===== config.mk =====
export PLATFORM = sky130hd
export DESIGN_NAME = x86_predecode_top
export DESIGN_NICKNAME = d
export VERILOG_FILES = /design/src/verilog/decode_pkg.sv /design/src/verilog/opcode_length.sv /design/src/verilog/pipe_reg.sv /design/src/verilog/prefix_cmp.sv /design/src/verilog/prefix_decode.sv /design/src/verilog/x86_predecode_top.sv
export SDC_FILE = /design/constraint.sdc
export NUM_CORES = 1
export LEC_CHECK = 0
export BUFFER_PORTS_ARGS = -buffer_cell sky130_fd_sc_hd__buf_2
export CELL_PAD_IN_SITES_DETAIL_PLACEMENT = 1
export CELL_PAD_IN_SITES_GLOBAL_PLACEMENT = 1
export CORE_MARGIN = 3
export CORE_UTILIZATION = 45
export CTS_BUF_LIST = sky130_fd_sc_hd__clkbuf_4 sky130_fd_sc_hd__clkbuf_8
export DETAILED_ROUTE_END_ITERATION = 7
export PLACE_DENSITY = 0.9
export SYNTH_ARGS = -nofsm -noshare
export SYNTH_HDL_FRONTEND = slang
export SYNTH_SLANG_ARGS = --single-unit

===== constraint.sdc =====
create_clock -name clk -period 4.9 [get_ports clk]
set_input_delay 0.49 -clock clk [delete_from_list [all_inputs] [get_ports clk]]
set_output_delay 0.49 -clock clk [all_outputs]
set_load 0.03 [all_outputs]

===== src/verilog/decode_pkg.sv =====
package decode_pkg;

    // window and field sizes
    localparam int WINDOW_BYTES = 8;
    localparam int MAX_PREFIXES = 3;
    localparam int SEG_COUNT    = 6;
    localparam int PFX_CNT_W    = 2;                // encoded prefix count
    localparam int PFX_OH_W     = MAX_PREFIXES + 1; // one-hot prefix count
    localparam int IMM_BYTES_W  = 3;
    localparam int IMM_W        = 32;
    localparam int LEN_W        = 4;

    // legacy prefix byte codes
    localparam logic [7:0] PFX_REP    = 8'hF3;
    localparam logic [7:0] PFX_CS     = 8'h2E;
    localparam logic [7:0] PFX_SS     = 8'h36;
    localparam logic [7:0] PFX_DS     = 8'h3E;
    localparam logic [7:0] PFX_ES     = 8'h26;
    localparam logic [7:0] PFX_FS     = 8'h64;
    localparam logic [7:0] PFX_GS     = 8'h65;
    localparam logic [7:0] PFX_OPSIZE = 8'h66;

    // bit positions in the one-hot segment override
    localparam int SEG_CS = 0;
    localparam int SEG_SS = 1;
    localparam int SEG_DS = 2;
    localparam int SEG_ES = 3;
    localparam int SEG_FS = 4;
    localparam int SEG_GS = 5;

    // byte 0 sits in bits 7:0
    typedef logic [WINDOW_BYTES*8-1:0] window_t;

    // opcode classes, by immediate size
    typedef enum logic [2:0] {
        CLS_UNKNOWN,
        CLS_IMM0,
        CLS_IMM8,
        CLS_IMM16,
        CLS_IMMZ    // 4 bytes, 2 under operand size override
    } op_class_t;

    typedef struct packed {
        logic                   is_rep;
        logic [SEG_COUNT-1:0]   seg_override;
        logic                   is_seg_override;
        logic                   is_opsize_override;
        logic [PFX_CNT_W-1:0]   num_prefixes_encoded;
        logic [PFX_OH_W-1:0]    num_prefixes_onehot;
        logic [7:0]             opcode;
        logic                   op_known;
        logic [IMM_BYTES_W-1:0] imm_bytes;
        logic [IMM_W-1:0]       imm_value;
        logic [LEN_W-1:0]       insn_length;
    } decoded_t;

endpackage


===== src/verilog/opcode_length.sv =====
`timescale 1ns/1ps

module opcode_length (
    input  decode_pkg::window_t                window,
    input  logic [decode_pkg::PFX_CNT_W-1:0]   num_prefixes_encoded,
    input  logic                               is_opsize_override,
    output logic [7:0]                         opcode,
    output logic                               op_known,
    output logic [decode_pkg::IMM_BYTES_W-1:0] imm_bytes,
    output logic [decode_pkg::IMM_W-1:0]       imm_value,
    output logic [decode_pkg::LEN_W-1:0]       insn_length
);
    import decode_pkg::*;

    op_class_t                 op_class;
    logic [2:0]                imm_pos;     // byte index of first immediate byte
    window_t                   tail;
    logic [IMM_W-1:0]          imm_mask;

    // opcode follows the prefixes
    assign opcode  = window[{num_prefixes_encoded, 3'b000} +: 8];
    assign imm_pos = {1'b0, num_prefixes_encoded} + 3'd1;

    // fixed one-byte subset
    always_comb begin
        casez (opcode)
            8'h90, 8'hC3:  op_class = CLS_IMM0;   // nop, ret
            8'b0101_0???:  op_class = CLS_IMM0;   // push reg
            8'b1011_0???:  op_class = CLS_IMM8;   // mov r8, imm8
            8'h6A, 8'hEB:  op_class = CLS_IMM8;   // push imm8, jmp rel8
            8'hC2:         op_class = CLS_IMM16;  // ret imm16
            8'b1011_1???:  op_class = CLS_IMMZ;   // mov r, imm
            8'h68, 8'hE9:  op_class = CLS_IMMZ;   // push imm, jmp rel
            default:       op_class = CLS_UNKNOWN;
        endcase
    end

    assign op_known = (op_class != CLS_UNKNOWN);

    always_comb begin
        case (op_class)
            CLS_IMM8:  imm_bytes = 3'd1;
            CLS_IMM16: imm_bytes = 3'd2;
            CLS_IMMZ:  imm_bytes = is_opsize_override ? 3'd2 : 3'd4;
            default:   imm_bytes = 3'd0;  // no immediate or unknown
        endcase
    end

    // line up the immediate at bit 0
    assign tail = window >> {imm_pos, 3'b000};

    always_comb begin
        case (imm_bytes)
            3'd1:    imm_mask = 32'h0000_00FF;
            3'd2:    imm_mask = 32'h0000_FFFF;
            3'd4:    imm_mask = 32'hFFFF_FFFF;
            default: imm_mask = '0;
        endcase
    end

    // little-endian, zero-extended
    assign imm_value = tail[IMM_W-1:0] & imm_mask;

    // at most 3 + 1 + 4 = 8 bytes
    assign insn_length = LEN_W'(num_prefixes_encoded) + LEN_W'(1) + LEN_W'(imm_bytes);

endmodule


===== src/verilog/pipe_reg.sv =====
`timescale 1ns/1ps

// one-entry valid/ready register stage
module pipe_reg #(
    parameter type T = logic
) (
    input  logic clk,
    input  logic rst,
    input  logic in_valid,
    output logic in_ready,
    input  T     in_data,
    output logic out_valid,
    input  logic out_ready,
    output T     out_data
);

    // empty, or content leaving this cycle
    assign in_ready = !out_valid || out_ready;

    always_ff @(posedge clk) begin
        if (rst) begin
            out_valid <= 1'b0;
        end else if (in_ready) begin
            out_valid <= in_valid;
        end
    end

    // payload only moves on a transfer
    always_ff @(posedge clk) begin
        if (in_valid && in_ready) begin
            out_data <= in_data;
        end
    end

endmodule


===== src/verilog/prefix_cmp.sv =====
`timescale 1ns/1ps

// one byte against every known prefix code
module prefix_cmp (
    input  logic [7:0]                       prefix,
    output logic                             is_rep,
    output logic [decode_pkg::SEG_COUNT-1:0] seg_override,  // one-hot
    output logic                             is_opsize_override
);
    import decode_pkg::*;

    assign is_rep = (prefix == PFX_REP);

    // segment overrides, one bit each
    assign seg_override[SEG_CS] = (prefix == PFX_CS);
    assign seg_override[SEG_SS] = (prefix == PFX_SS);
    assign seg_override[SEG_DS] = (prefix == PFX_DS);
    assign seg_override[SEG_ES] = (prefix == PFX_ES);
    assign seg_override[SEG_FS] = (prefix == PFX_FS);
    assign seg_override[SEG_GS] = (prefix == PFX_GS);

    assign is_opsize_override = (prefix == PFX_OPSIZE);

endmodule


===== src/verilog/prefix_decode.sv =====
`timescale 1ns/1ps

module prefix_decode (
    input  decode_pkg::window_t                window,
    output logic                               is_rep,
    output logic [decode_pkg::SEG_COUNT-1:0]   seg_override,
    output logic                               is_seg_override,
    output logic                               is_opsize_override,
    output logic [decode_pkg::PFX_CNT_W-1:0]   num_prefixes_encoded,
    output logic [decode_pkg::PFX_OH_W-1:0]    num_prefixes_onehot
);
    import decode_pkg::*;

    // per-byte compare results
    logic [MAX_PREFIXES-1:0] rep_hit;
    logic [MAX_PREFIXES-1:0] opsize_hit;
    logic [MAX_PREFIXES-1:0] any_hit;
    logic [MAX_PREFIXES-1:0] counted;   // thermometer of leading prefixes
    logic [SEG_COUNT-1:0]    seg_hit [MAX_PREFIXES];

    for (genvar i = 0; i < MAX_PREFIXES; i++) begin : g_cmp
        prefix_cmp u_cmp (
            .prefix             (window[8*i +: 8]),
            .is_rep             (rep_hit[i]),
            .seg_override       (seg_hit[i]),
            .is_opsize_override (opsize_hit[i])
        );

        assign any_hit[i] = rep_hit[i] | opsize_hit[i] | (|seg_hit[i]);
    end

    // a prefix only counts while every byte before it was one too
    always_comb begin
        counted[0] = any_hit[0];
        for (int i = 1; i < MAX_PREFIXES; i++) begin
            counted[i] = counted[i-1] & any_hit[i];
        end
    end

    always_comb begin
        is_rep             = 1'b0;
        seg_override       = '0;
        is_opsize_override = 1'b0;
        for (int i = 0; i < MAX_PREFIXES; i++) begin
            if (counted[i]) begin
                is_rep             = is_rep | rep_hit[i];
                seg_override       = seg_override | seg_hit[i]; // two segs set two bits
                is_opsize_override = is_opsize_override | opsize_hit[i];
            end
        end
    end

    assign is_seg_override = |seg_override;

    // thermometer to binary count
    always_comb begin
        if (counted[2]) begin
            num_prefixes_encoded = 2'd3;
        end else if (counted[1]) begin
            num_prefixes_encoded = 2'd2;
        end else if (counted[0]) begin
            num_prefixes_encoded = 2'd1;
        end else begin
            num_prefixes_encoded = 2'd0;
        end
    end

    // bit k set for k prefixes
    assign num_prefixes_onehot = PFX_OH_W'(1) << num_prefixes_encoded;

endmodule


===== src/verilog/x86_predecode_top.sv =====
`timescale 1ns/1ps

module x86_predecode_top (
    input  logic                               clk,
    input  logic                               rst,

    // window stream in
    input  logic                               in_valid,
    output logic                               in_ready,
    input  decode_pkg::window_t                in_window,

    // decoded stream out
    output logic                               out_valid,
    input  logic                               out_ready,
    output logic                               is_rep,
    output logic [decode_pkg::SEG_COUNT-1:0]   seg_override,
    output logic                               is_seg_override,
    output logic                               is_opsize_override,
    output logic [decode_pkg::PFX_CNT_W-1:0]   num_prefixes_encoded,
    output logic [decode_pkg::PFX_OH_W-1:0]    num_prefixes_onehot,
    output logic [7:0]                         opcode,
    output logic                               op_known,
    output logic [decode_pkg::IMM_BYTES_W-1:0] imm_bytes,
    output logic [decode_pkg::IMM_W-1:0]       imm_value,
    output logic [decode_pkg::LEN_W-1:0]       insn_length
);
    import decode_pkg::*;

    // stage 1, registered window
    logic     win_valid;
    logic     win_ready;
    window_t  win_data;

    // combinational decode of the registered window
    logic                   dec_is_rep;
    logic [SEG_COUNT-1:0]   dec_seg_override;
    logic                   dec_is_seg_override;
    logic                   dec_is_opsize_override;
    logic [PFX_CNT_W-1:0]   dec_num_prefixes_encoded;
    logic [PFX_OH_W-1:0]    dec_num_prefixes_onehot;
    logic [7:0]             dec_opcode;
    logic                   dec_op_known;
    logic [IMM_BYTES_W-1:0] dec_imm_bytes;
    logic [IMM_W-1:0]       dec_imm_value;
    logic [LEN_W-1:0]       dec_insn_length;

    // stage 2, registered result
    decoded_t res_in;
    decoded_t res_out;

    pipe_reg #(.T(window_t)) u_win_reg (
        .clk       (clk),
        .rst       (rst),
        .in_valid  (in_valid),
        .in_ready  (in_ready),
        .in_data   (in_window),
        .out_valid (win_valid),
        .out_ready (win_ready),
        .out_data  (win_data)
    );

    prefix_decode u_prefix_decode (
        .window               (win_data),
        .is_rep               (dec_is_rep),
        .seg_override         (dec_seg_override),
        .is_seg_override      (dec_is_seg_override),
        .is_opsize_override   (dec_is_opsize_override),
        .num_prefixes_encoded (dec_num_prefixes_encoded),
        .num_prefixes_onehot  (dec_num_prefixes_onehot)
    );

    opcode_length u_opcode_length (
        .window               (win_data),
        .num_prefixes_encoded (dec_num_prefixes_encoded),
        .is_opsize_override   (dec_is_opsize_override),
        .opcode               (dec_opcode),
        .op_known             (dec_op_known),
        .imm_bytes            (dec_imm_bytes),
        .imm_value            (dec_imm_value),
        .insn_length          (dec_insn_length)
    );

    always_comb begin
        res_in.is_rep               = dec_is_rep;
        res_in.seg_override         = dec_seg_override;
        res_in.is_seg_override      = dec_is_seg_override;
        res_in.is_opsize_override   = dec_is_opsize_override;
        res_in.num_prefixes_encoded = dec_num_prefixes_encoded;
        res_in.num_prefixes_onehot  = dec_num_prefixes_onehot;
        res_in.opcode               = dec_opcode;
        res_in.op_known             = dec_op_known;
        res_in.imm_bytes            = dec_imm_bytes;
        res_in.imm_value            = dec_imm_value;
        res_in.insn_length          = dec_insn_length;
    end

    pipe_reg #(.T(decoded_t)) u_res_reg (
        .clk       (clk),
        .rst       (rst),
        .in_valid  (win_valid),
        .in_ready  (win_ready),   // stalls the window stage
        .in_data   (res_in),
        .out_valid (out_valid),
        .out_ready (out_ready),
        .out_data  (res_out)
    );

    // unpack onto loose ports
    assign is_rep               = res_out.is_rep;
    assign seg_override         = res_out.seg_override;
    assign is_seg_override      = res_out.is_seg_override;
    assign is_opsize_override   = res_out.is_opsize_override;
    assign num_prefixes_encoded = res_out.num_prefixes_encoded;
    assign num_prefixes_onehot  = res_out.num_prefixes_onehot;
    assign opcode               = res_out.opcode;
    assign op_known             = res_out.op_known;
    assign imm_bytes            = res_out.imm_bytes;
    assign imm_value            = res_out.imm_value;
    assign insn_length          = res_out.insn_length;

endmodule

* After elaboration in Yosys (flattened, before gate mapping) *
Cells that the tools add are included.

cells by class
  reductions and logical operators = 14
  $mul = 0
  eq/ne operators = 40
  divide/modulo/power cells = 0
  bitwise operators = 15
  multiplexer cells = 16
  shifts and indexed selects = 3
  add/subtract/negate cells = 3
  magnitude comparators = 0

operators by type and width
  kind                   number
  $eq A8 B6 Y1 const B   12
  $pmux W32 S3           1
  $eq A8 B7 Y1 const B   11
  $eq A8 B8 Y1 const B   8
  $shiftx A64 B6 Y8      1
  $shr A64 B6 Y32        1
  $and A32 B32 Y32       1
  $reduce_or A6 Y1       4
  $mux W6                3
  $or A6 B6 Y6           2
  $pmux W3 S4            1
  $eq A5 B5 Y1 const B   2
  $or A1 B1 Y1           10
  $eq A3 B2 Y1 const B   3
  $pmux W3 S3            1
  $reduce_or A3 Y1       3
  $mux W1                7
  $add A2 B1 Y3 const B  2
  $eq A3 B3 Y1 const B   2
  $eq A5 B4 Y1 const B   1
  $add A4 B3 Y4          1
  $mux W2                2
  $shl A1 B2 Y4 const A  1
  $eq A3 B1 Y1 const B   1
  6 further kinds        10

storage, ports and cells
  memories = 0
  register bits after elaboration = 129
  output and inout bits = 65
  ROM bits = 0
  memory bits (writable) = 0
  input port bits = 68
  bits in latches = 0
  logic and storage cells = 105

* Logic depth before layout (Yosys ltp) *
  depth after elaboration = 15
  gate-level depth with buffers = 16
  gate-level depth less buffers = 14

* By module *
From an unflattened synthesis, not the netlist that was laid out.

unflattened totals
  cells, all modules = 350
  area total of the unflattened synthesis = 6,040.8 sq um

by module, submodules not included
  module                 area each (sq um)  instances  seq. area each (sq um)  cells each
  pipe_reg at u_win_reg  1,976.9            1          1,941.9                 69
  pipe_reg at u_res_reg  1,946.9            1          1,911.8                 68
  opcode_length          1,510.2            1          0.0                     123
  prefix_cmp             117.6              3          0.0                     17
  prefix_decode          254.0              1          0.0                     39

* Worst setup path after synthesis *
No wires, ideal clock.

  kind = register to register
  start point = register u_res_reg.out_valid
  end point = register u_res_reg.out_data[0] in the netlist's numbering (enable)
  stages on the path, launching flop included = 3
  data arrival time = 3,414 ps
  path slack = 994 ps
  required time = 4,408 ps
  period minus slack after synthesis = 3,906 ps
  buffers on the path = 0
  setup time = 492 ps
  cell sequence = dfxtp_1 -> nor2b_1 -> nor2b_1

on the way
  word-level cells in the longest chain between the ends = 3

RTL lines
  item                      line            RTL
  start: declaration        pipe_reg.sv:12  output logic out_valid,
  start signal: assignment  pipe_reg.sv:24  out_valid <= in_valid;
  $logic_not A1 Y1          pipe_reg.sv:18  assign in_ready = !out_valid || out_ready;
  $logic_or A1 B1 Y1        pipe_reg.sv:18
  $logic_and A1 B1 Y1       pipe_reg.sv:30  if (in_valid && in_ready) begin
  end signal: assignment    pipe_reg.sv:31  out_data <= in_data;
  end: declaration          pipe_reg.sv:14  output T out_data

No other way between the ends.
A chain may end at the register's enable or synchronous reset.

* Worst setup path after layout *
  start point = register u_win_reg.out_data[7] in the netlist's numbering
  end point = register u_res_reg.out_data[2] in the netlist's numbering (data pin)

on the way
  word-level cells in the longest chain between the ends = 13
  elaborated cells between the ends (all ways) = 43
  those cells by class = 2 x add/sub; 21 x eq/ne; 1 x shift; 9 x mux; 6 x bitwise; 4 x reduce/logical

RTL lines
  item                                              line                                      RTL
  start: declaration                                pipe_reg.sv:14
  start signal: assignment                          pipe_reg.sv:31
  $eq A8 B6 Y1, or another cell as far along        prefix_cmp.sv:15                          assign seg_override[SEG_CS] = (prefix == PFX_CS);
  $reduce_or A6 Y1 or $or A1 B1 Y1 (tied branches)  prefix_decode.sv:29                       assign any_hit[i] = rep_hit[i] | opsize_hit[i] | (|seg_hit[i]);
  $or A1 B1 Y1                                      prefix_decode.sv:29
  $mux W1 or $and A1 B1 Y1 (tied branches)          prefix_decode.sv:61, prefix_decode.sv:36
  $mux W2 or $and A1 B1 Y1 (tied branches)          prefix_decode.sv:59, prefix_decode.sv:36
  $mux W2                                           prefix_decode.sv:57                       if (counted[2]) begin
  $shiftx A64 B6 Y8 *                               opcode_length.sv:21                       assign opcode = window[{num_prefixes_encoded, 3'b000} +: 8];
  named net dec_opcode[7]                           x86_predecode_top.sv:41                   logic [7:0] dec_opcode;
  $eq A8 B7 Y1, or another cell as far along        opcode_length.sv:26                       casez (opcode)
  $reduce_or A3 Y1 (no line)                        -
  $pmux W3 S4 *                                     opcode_length.sv:26
  $eq A3 B3 Y1 or $eq A3 B2 Y1 (tied branches)      opcode_length.sv:41                       case (op_class)
  $pmux W3 S3 *                                     opcode_length.sv:41
  named net dec_imm_bytes[0]                        x86_predecode_top.sv:43                   logic [IMM_BYTES_W-1:0] dec_imm_bytes;
  $add A4 B3 Y4 *                                   opcode_length.sv:65                       assign insn_length = LEN_W'(num_prefixes_encoded) + LEN_W'(1) + LEN_W'(imm_bytes);
  named net dec_insn_length[2]                      x86_predecode_top.sv:45                   logic [LEN_W-1:0] dec_insn_length;

Mark *: on every way through the listed nets, which the timed path passes. The rest lies on a longest branch.

==> results.sh <==
export IMPL_rsz0062_at_grt="false"
export IMPL_synth_cell_type_count=72
export IMPL_via_per_inst=5.75
export IMPL_row_count=41
export IMPL_cts_hold_repair_buffers=0
export IMPL_synth_commonest_cells="edfxtp_1, nor2_1, a211oi_1"
export IMPL_synthesis_yosys_warnings=0
export IMPL_final_min_period_over_clock_period_pct=91.8
export IMPL_fin_ws_ns=0.400
export IMPL_synth_largest_area_cell="edfxtp_1"
export IMPL_cts_sinks=129
export IMPL_tritoncts_num_buffers=17
export IMPL_critical_path_class="flop to flop"
export IMPL_num_io_pins=133
export IMPL_tritoncts_clock_tree="yes"
export IMPL_detail_route_wirelength_um=17100
export IMPL_timing_final_crit_period_ns=4.50
export IMPL_timing_critical_path_from_type="flop"
export IMPL_grt_usage_pct=23.6
export IMPL_power_density_mw_per_mm2=339
export IMPL_synth_edff_count=127
export IMPL_drt_first_iter_violations=320
export IMPL_route_vias_total=4407
export IMPL_design_core_area_mm2=0.0129
export IMPL_critical_path_most_common_cell="inv_2"
export IMPL_yosys_top_cell_area_share_pct=62.8
export IMPL_synth_area_mm2=0.00608
export IMPL_overflow=0
export IMPL_h_tree_levels=4
export IMPL_min_delay_path_depth=1
export IMPL_leakagePower_uw=0.00265
export IMPL_synth_seq_area_share_pct=63.4
export IMPL_place_hpwl_um=12600
export IMPL_number_of_remaining_drc_errors=0
export IMPL_setup_worst_path_end_class="flop"
export IMPL_num_nets_final=654
export IMPL_worst_slew_pin_transition_ns=0.840
export IMPL_critPathRequiredTime_ns=5.10
export IMPL_clock_tree_buffer_depth=2
export IMPL_synthesis_instances=447
export IMPL_place_gp_congestion=0.905
export IMPL_setup_viol=0
export IMPL_number_of_antenna_cells_inserted=0
export IMPL_path_cells="nand3b_1, nor3_1, a211o_1, inv_2, a2111o_1, o221ai_2, inv_2, xnor2_2, nor2_1, nand3_1, o21ai_0, ha_1, fa_1, xor2_1"
export IMPL_postRouteAntennaNets=0
export IMPL_first_global_vias=4554
export IMPL_clk_root_buffer_cell="clkbuf_8"
export IMPL_place_worst_setup_slack_ns=0.465
export IMPL_async_flop_share_pct=0
export IMPL_worst_hold_path_type="primary input to flop"
export IMPL_wire_length_of_the_first_global_routing_pass_um=25800
export IMPL_clock_latency_reported_for_the_late_side_of_the_worst_skew_pair_ns=0.45
export IMPL_cts_repair_timing_setup_buffer_count=0
export IMPL_final_setup_skew_ns=0.00876
export IMPL_synth_top_cells_by_area="edfxtp_1, mux2i_1, a211oi_1"
export IMPL_die_width_um=122
export IMPL_die_h_um=122
export IMPL_hold_viol=0
export IMPL_yosys_cell_count_top_type="edfxtp_1"
export IMPL_critical_path_depth=14
export IMPL_initial_utilization_pct=47.0
export IMPL_slew_headroom_pct=44.0
export IMPL_worst_path_buf_inv=2
export IMPL_die_area_mm2=0.0149
export IMPL_grt_antenna_before_repair=0
export IMPL_wl_per_cell_um=22.3
export IMPL_buffer_ports_inserted=132
export IMPL_critical_path_top_delay_family="compound AO/OA/AOI/OAI gates"
export IMPL_crit_path_top_delay_cell="a211o_1"
export IMPL_drt_first_pass_iters=5
export IMPL_setup_total_negative_slack_ns=0
export IMPL_slew_violations=0
export IMPL_cpPeakStageDelay_ns=0.50
export IMPL_grt_max_degree=65
export IMPL_post_route_cells_drive_above_1_share_pct=36.7
export IMPL_drv_cap=0
export IMPL_clk_transition_reported_paths_ns=0.07
export IMPL_r2r_worst_path_cells=14
export IMPL_area_growth_syn_to_layout_pct=19.7
export IMPL_vdd_ir_drop_max_mv=0.209
export IMPL_synth_seq_cells=129
export IMPL_outcome="completed"
export IMPL_postSynthNetCount=520
export IMPL_arrival_ns=4.70
export IMPL_crit_fanout=44
export IMPL_cts_resized=0
export IMPL_fmaxAchievable_ghz=0.222
export IMPL_ys_flop_type="edfxtp_1"
export IMPL_syn_avg_cell_area_um2=13.6
path summary, 6_finish.rpt:
| path | slack [ns] | start | endpoint |
|---|---|---|---|
| max | 0.40 | u_win_reg.out_data[7]$_DFFE_PP_ | u_res_reg.out_data[2]$_DFFE_PP_ |
| min | 0.21 | in_window[43] | u_win_reg.out_data[43]$_DFFE_PP_ |
| min reg2reg | 0.54 | u_win_reg.out_valid$_SDFFE_PP0N_ | u_res_reg.out_valid$_SDFFE_PP0P_ |
| max reg2reg | 0.40 | u_win_reg.out_data[7]$_DFFE_PP_ | u_res_reg.out_data[2]$_DFFE_PP_ |
stage by stage:
step / cells / area, um2 / utilization [%] / power, uW / hold WS, ns
floorplan: 447 / 6080 / - / 1490 / 0.478
global route: 766 / 7280 / 56.3 / 2560 / 0.174
detailed placement: 734 / 6880 / 53.3 / 1590 / 0.525
global placement: 734 / 6880 / 53.3 / 1580 / 0.499
finish: 766 / 7280 / 56.3 / 2470 / 0.211
CTS: 766 / 7280 / 56.3 / 2490 / 0.179
kinds of logic after synthesis:
| group | Yosys count | synth area share (%) |
|---|---|---|
| compound gates | 110 | 14.5 |
| buf+inv | 38 | 2.94 |
| xor+xnor | 2 | 0.412 |
| mux | 35 | 5.95 |
| flops | 129 | 63.4 |
| fa+ha+maj | 5 | 1.15 |
| simple gates | 128 | 11.7 |
per-layer routing:
layer / vias up / GRT usage, % / routed length (um)
met5: - / 0 / 0
met1: 2176 / 29.2 / 6830
met2: 203 / 40.8 / 8910
met3: 18 / 5.71 / 1130
li1: 2010 / - / -
met4: 0 / 7.70 / 206
flip-flops by register name, summed over array words and instances, names as in the netlist:
| signal | count |
|---|---|
| u_res_reg.out_valid | 1 |
| u_win_reg.out_valid | 1 |
| u_win_reg.out_data | 64 |
| u_res_reg.out_data | 63 |
worst reg2reg max path, stage by stage, from the launching register on:
cell and delay (ns):
edfxtp_1 0.46, nand3b_1 0.26, nor3_1 0.33, a211o_1 0.50
inv_2 0.44, a2111o_1 0.44, o221ai_2 0.19, inv_2 0.13
xnor2_2 0.31, nor2_1 0.09, nand3_1 0.10, o21ai_0 0.15
ha_1 0.29, fa_1 0.40, xor2_1 0.17
where the power goes:
group / total [uW] / internal, uW / switching [uW]
logic: 245 / 78.5 / 166
clock network: 900 / 508 / 392
registers: 1330 / 1280 / 45.2
final cells by class:
cell class	instances	area (um2)
fillers	1363	5650
well taps	172	215
clock buffers	25	307
clock inverters	7	85.1
flip-flops and latches	129	3850
inverters	15	56.3
multi-input cells	280	2050
repair buffers	138	706
cells in the final DEF (no fill, tap or decap), types with 5 or more instances in the layout:
cell type,Yosys,layout
a211oi_1,31,31
a211oi_2,9,9
a21oi_1,21,21
buf_2,11,132
buf_4,0,6
clkbuf_4,0,6
clkbuf_8,0,19
clkinv_2,0,5
edfxtp_1,127,127
inv_1,11,11
mux2_2,9,9
mux2i_1,26,26
nand2_1,18,18
nor2_1,51,51
nor2b_1,11,10
nor3_1,15,15
o21ai_0,6,6
o21ai_1,5,5
Note: power is estimated with default switching activity, not from simulation.
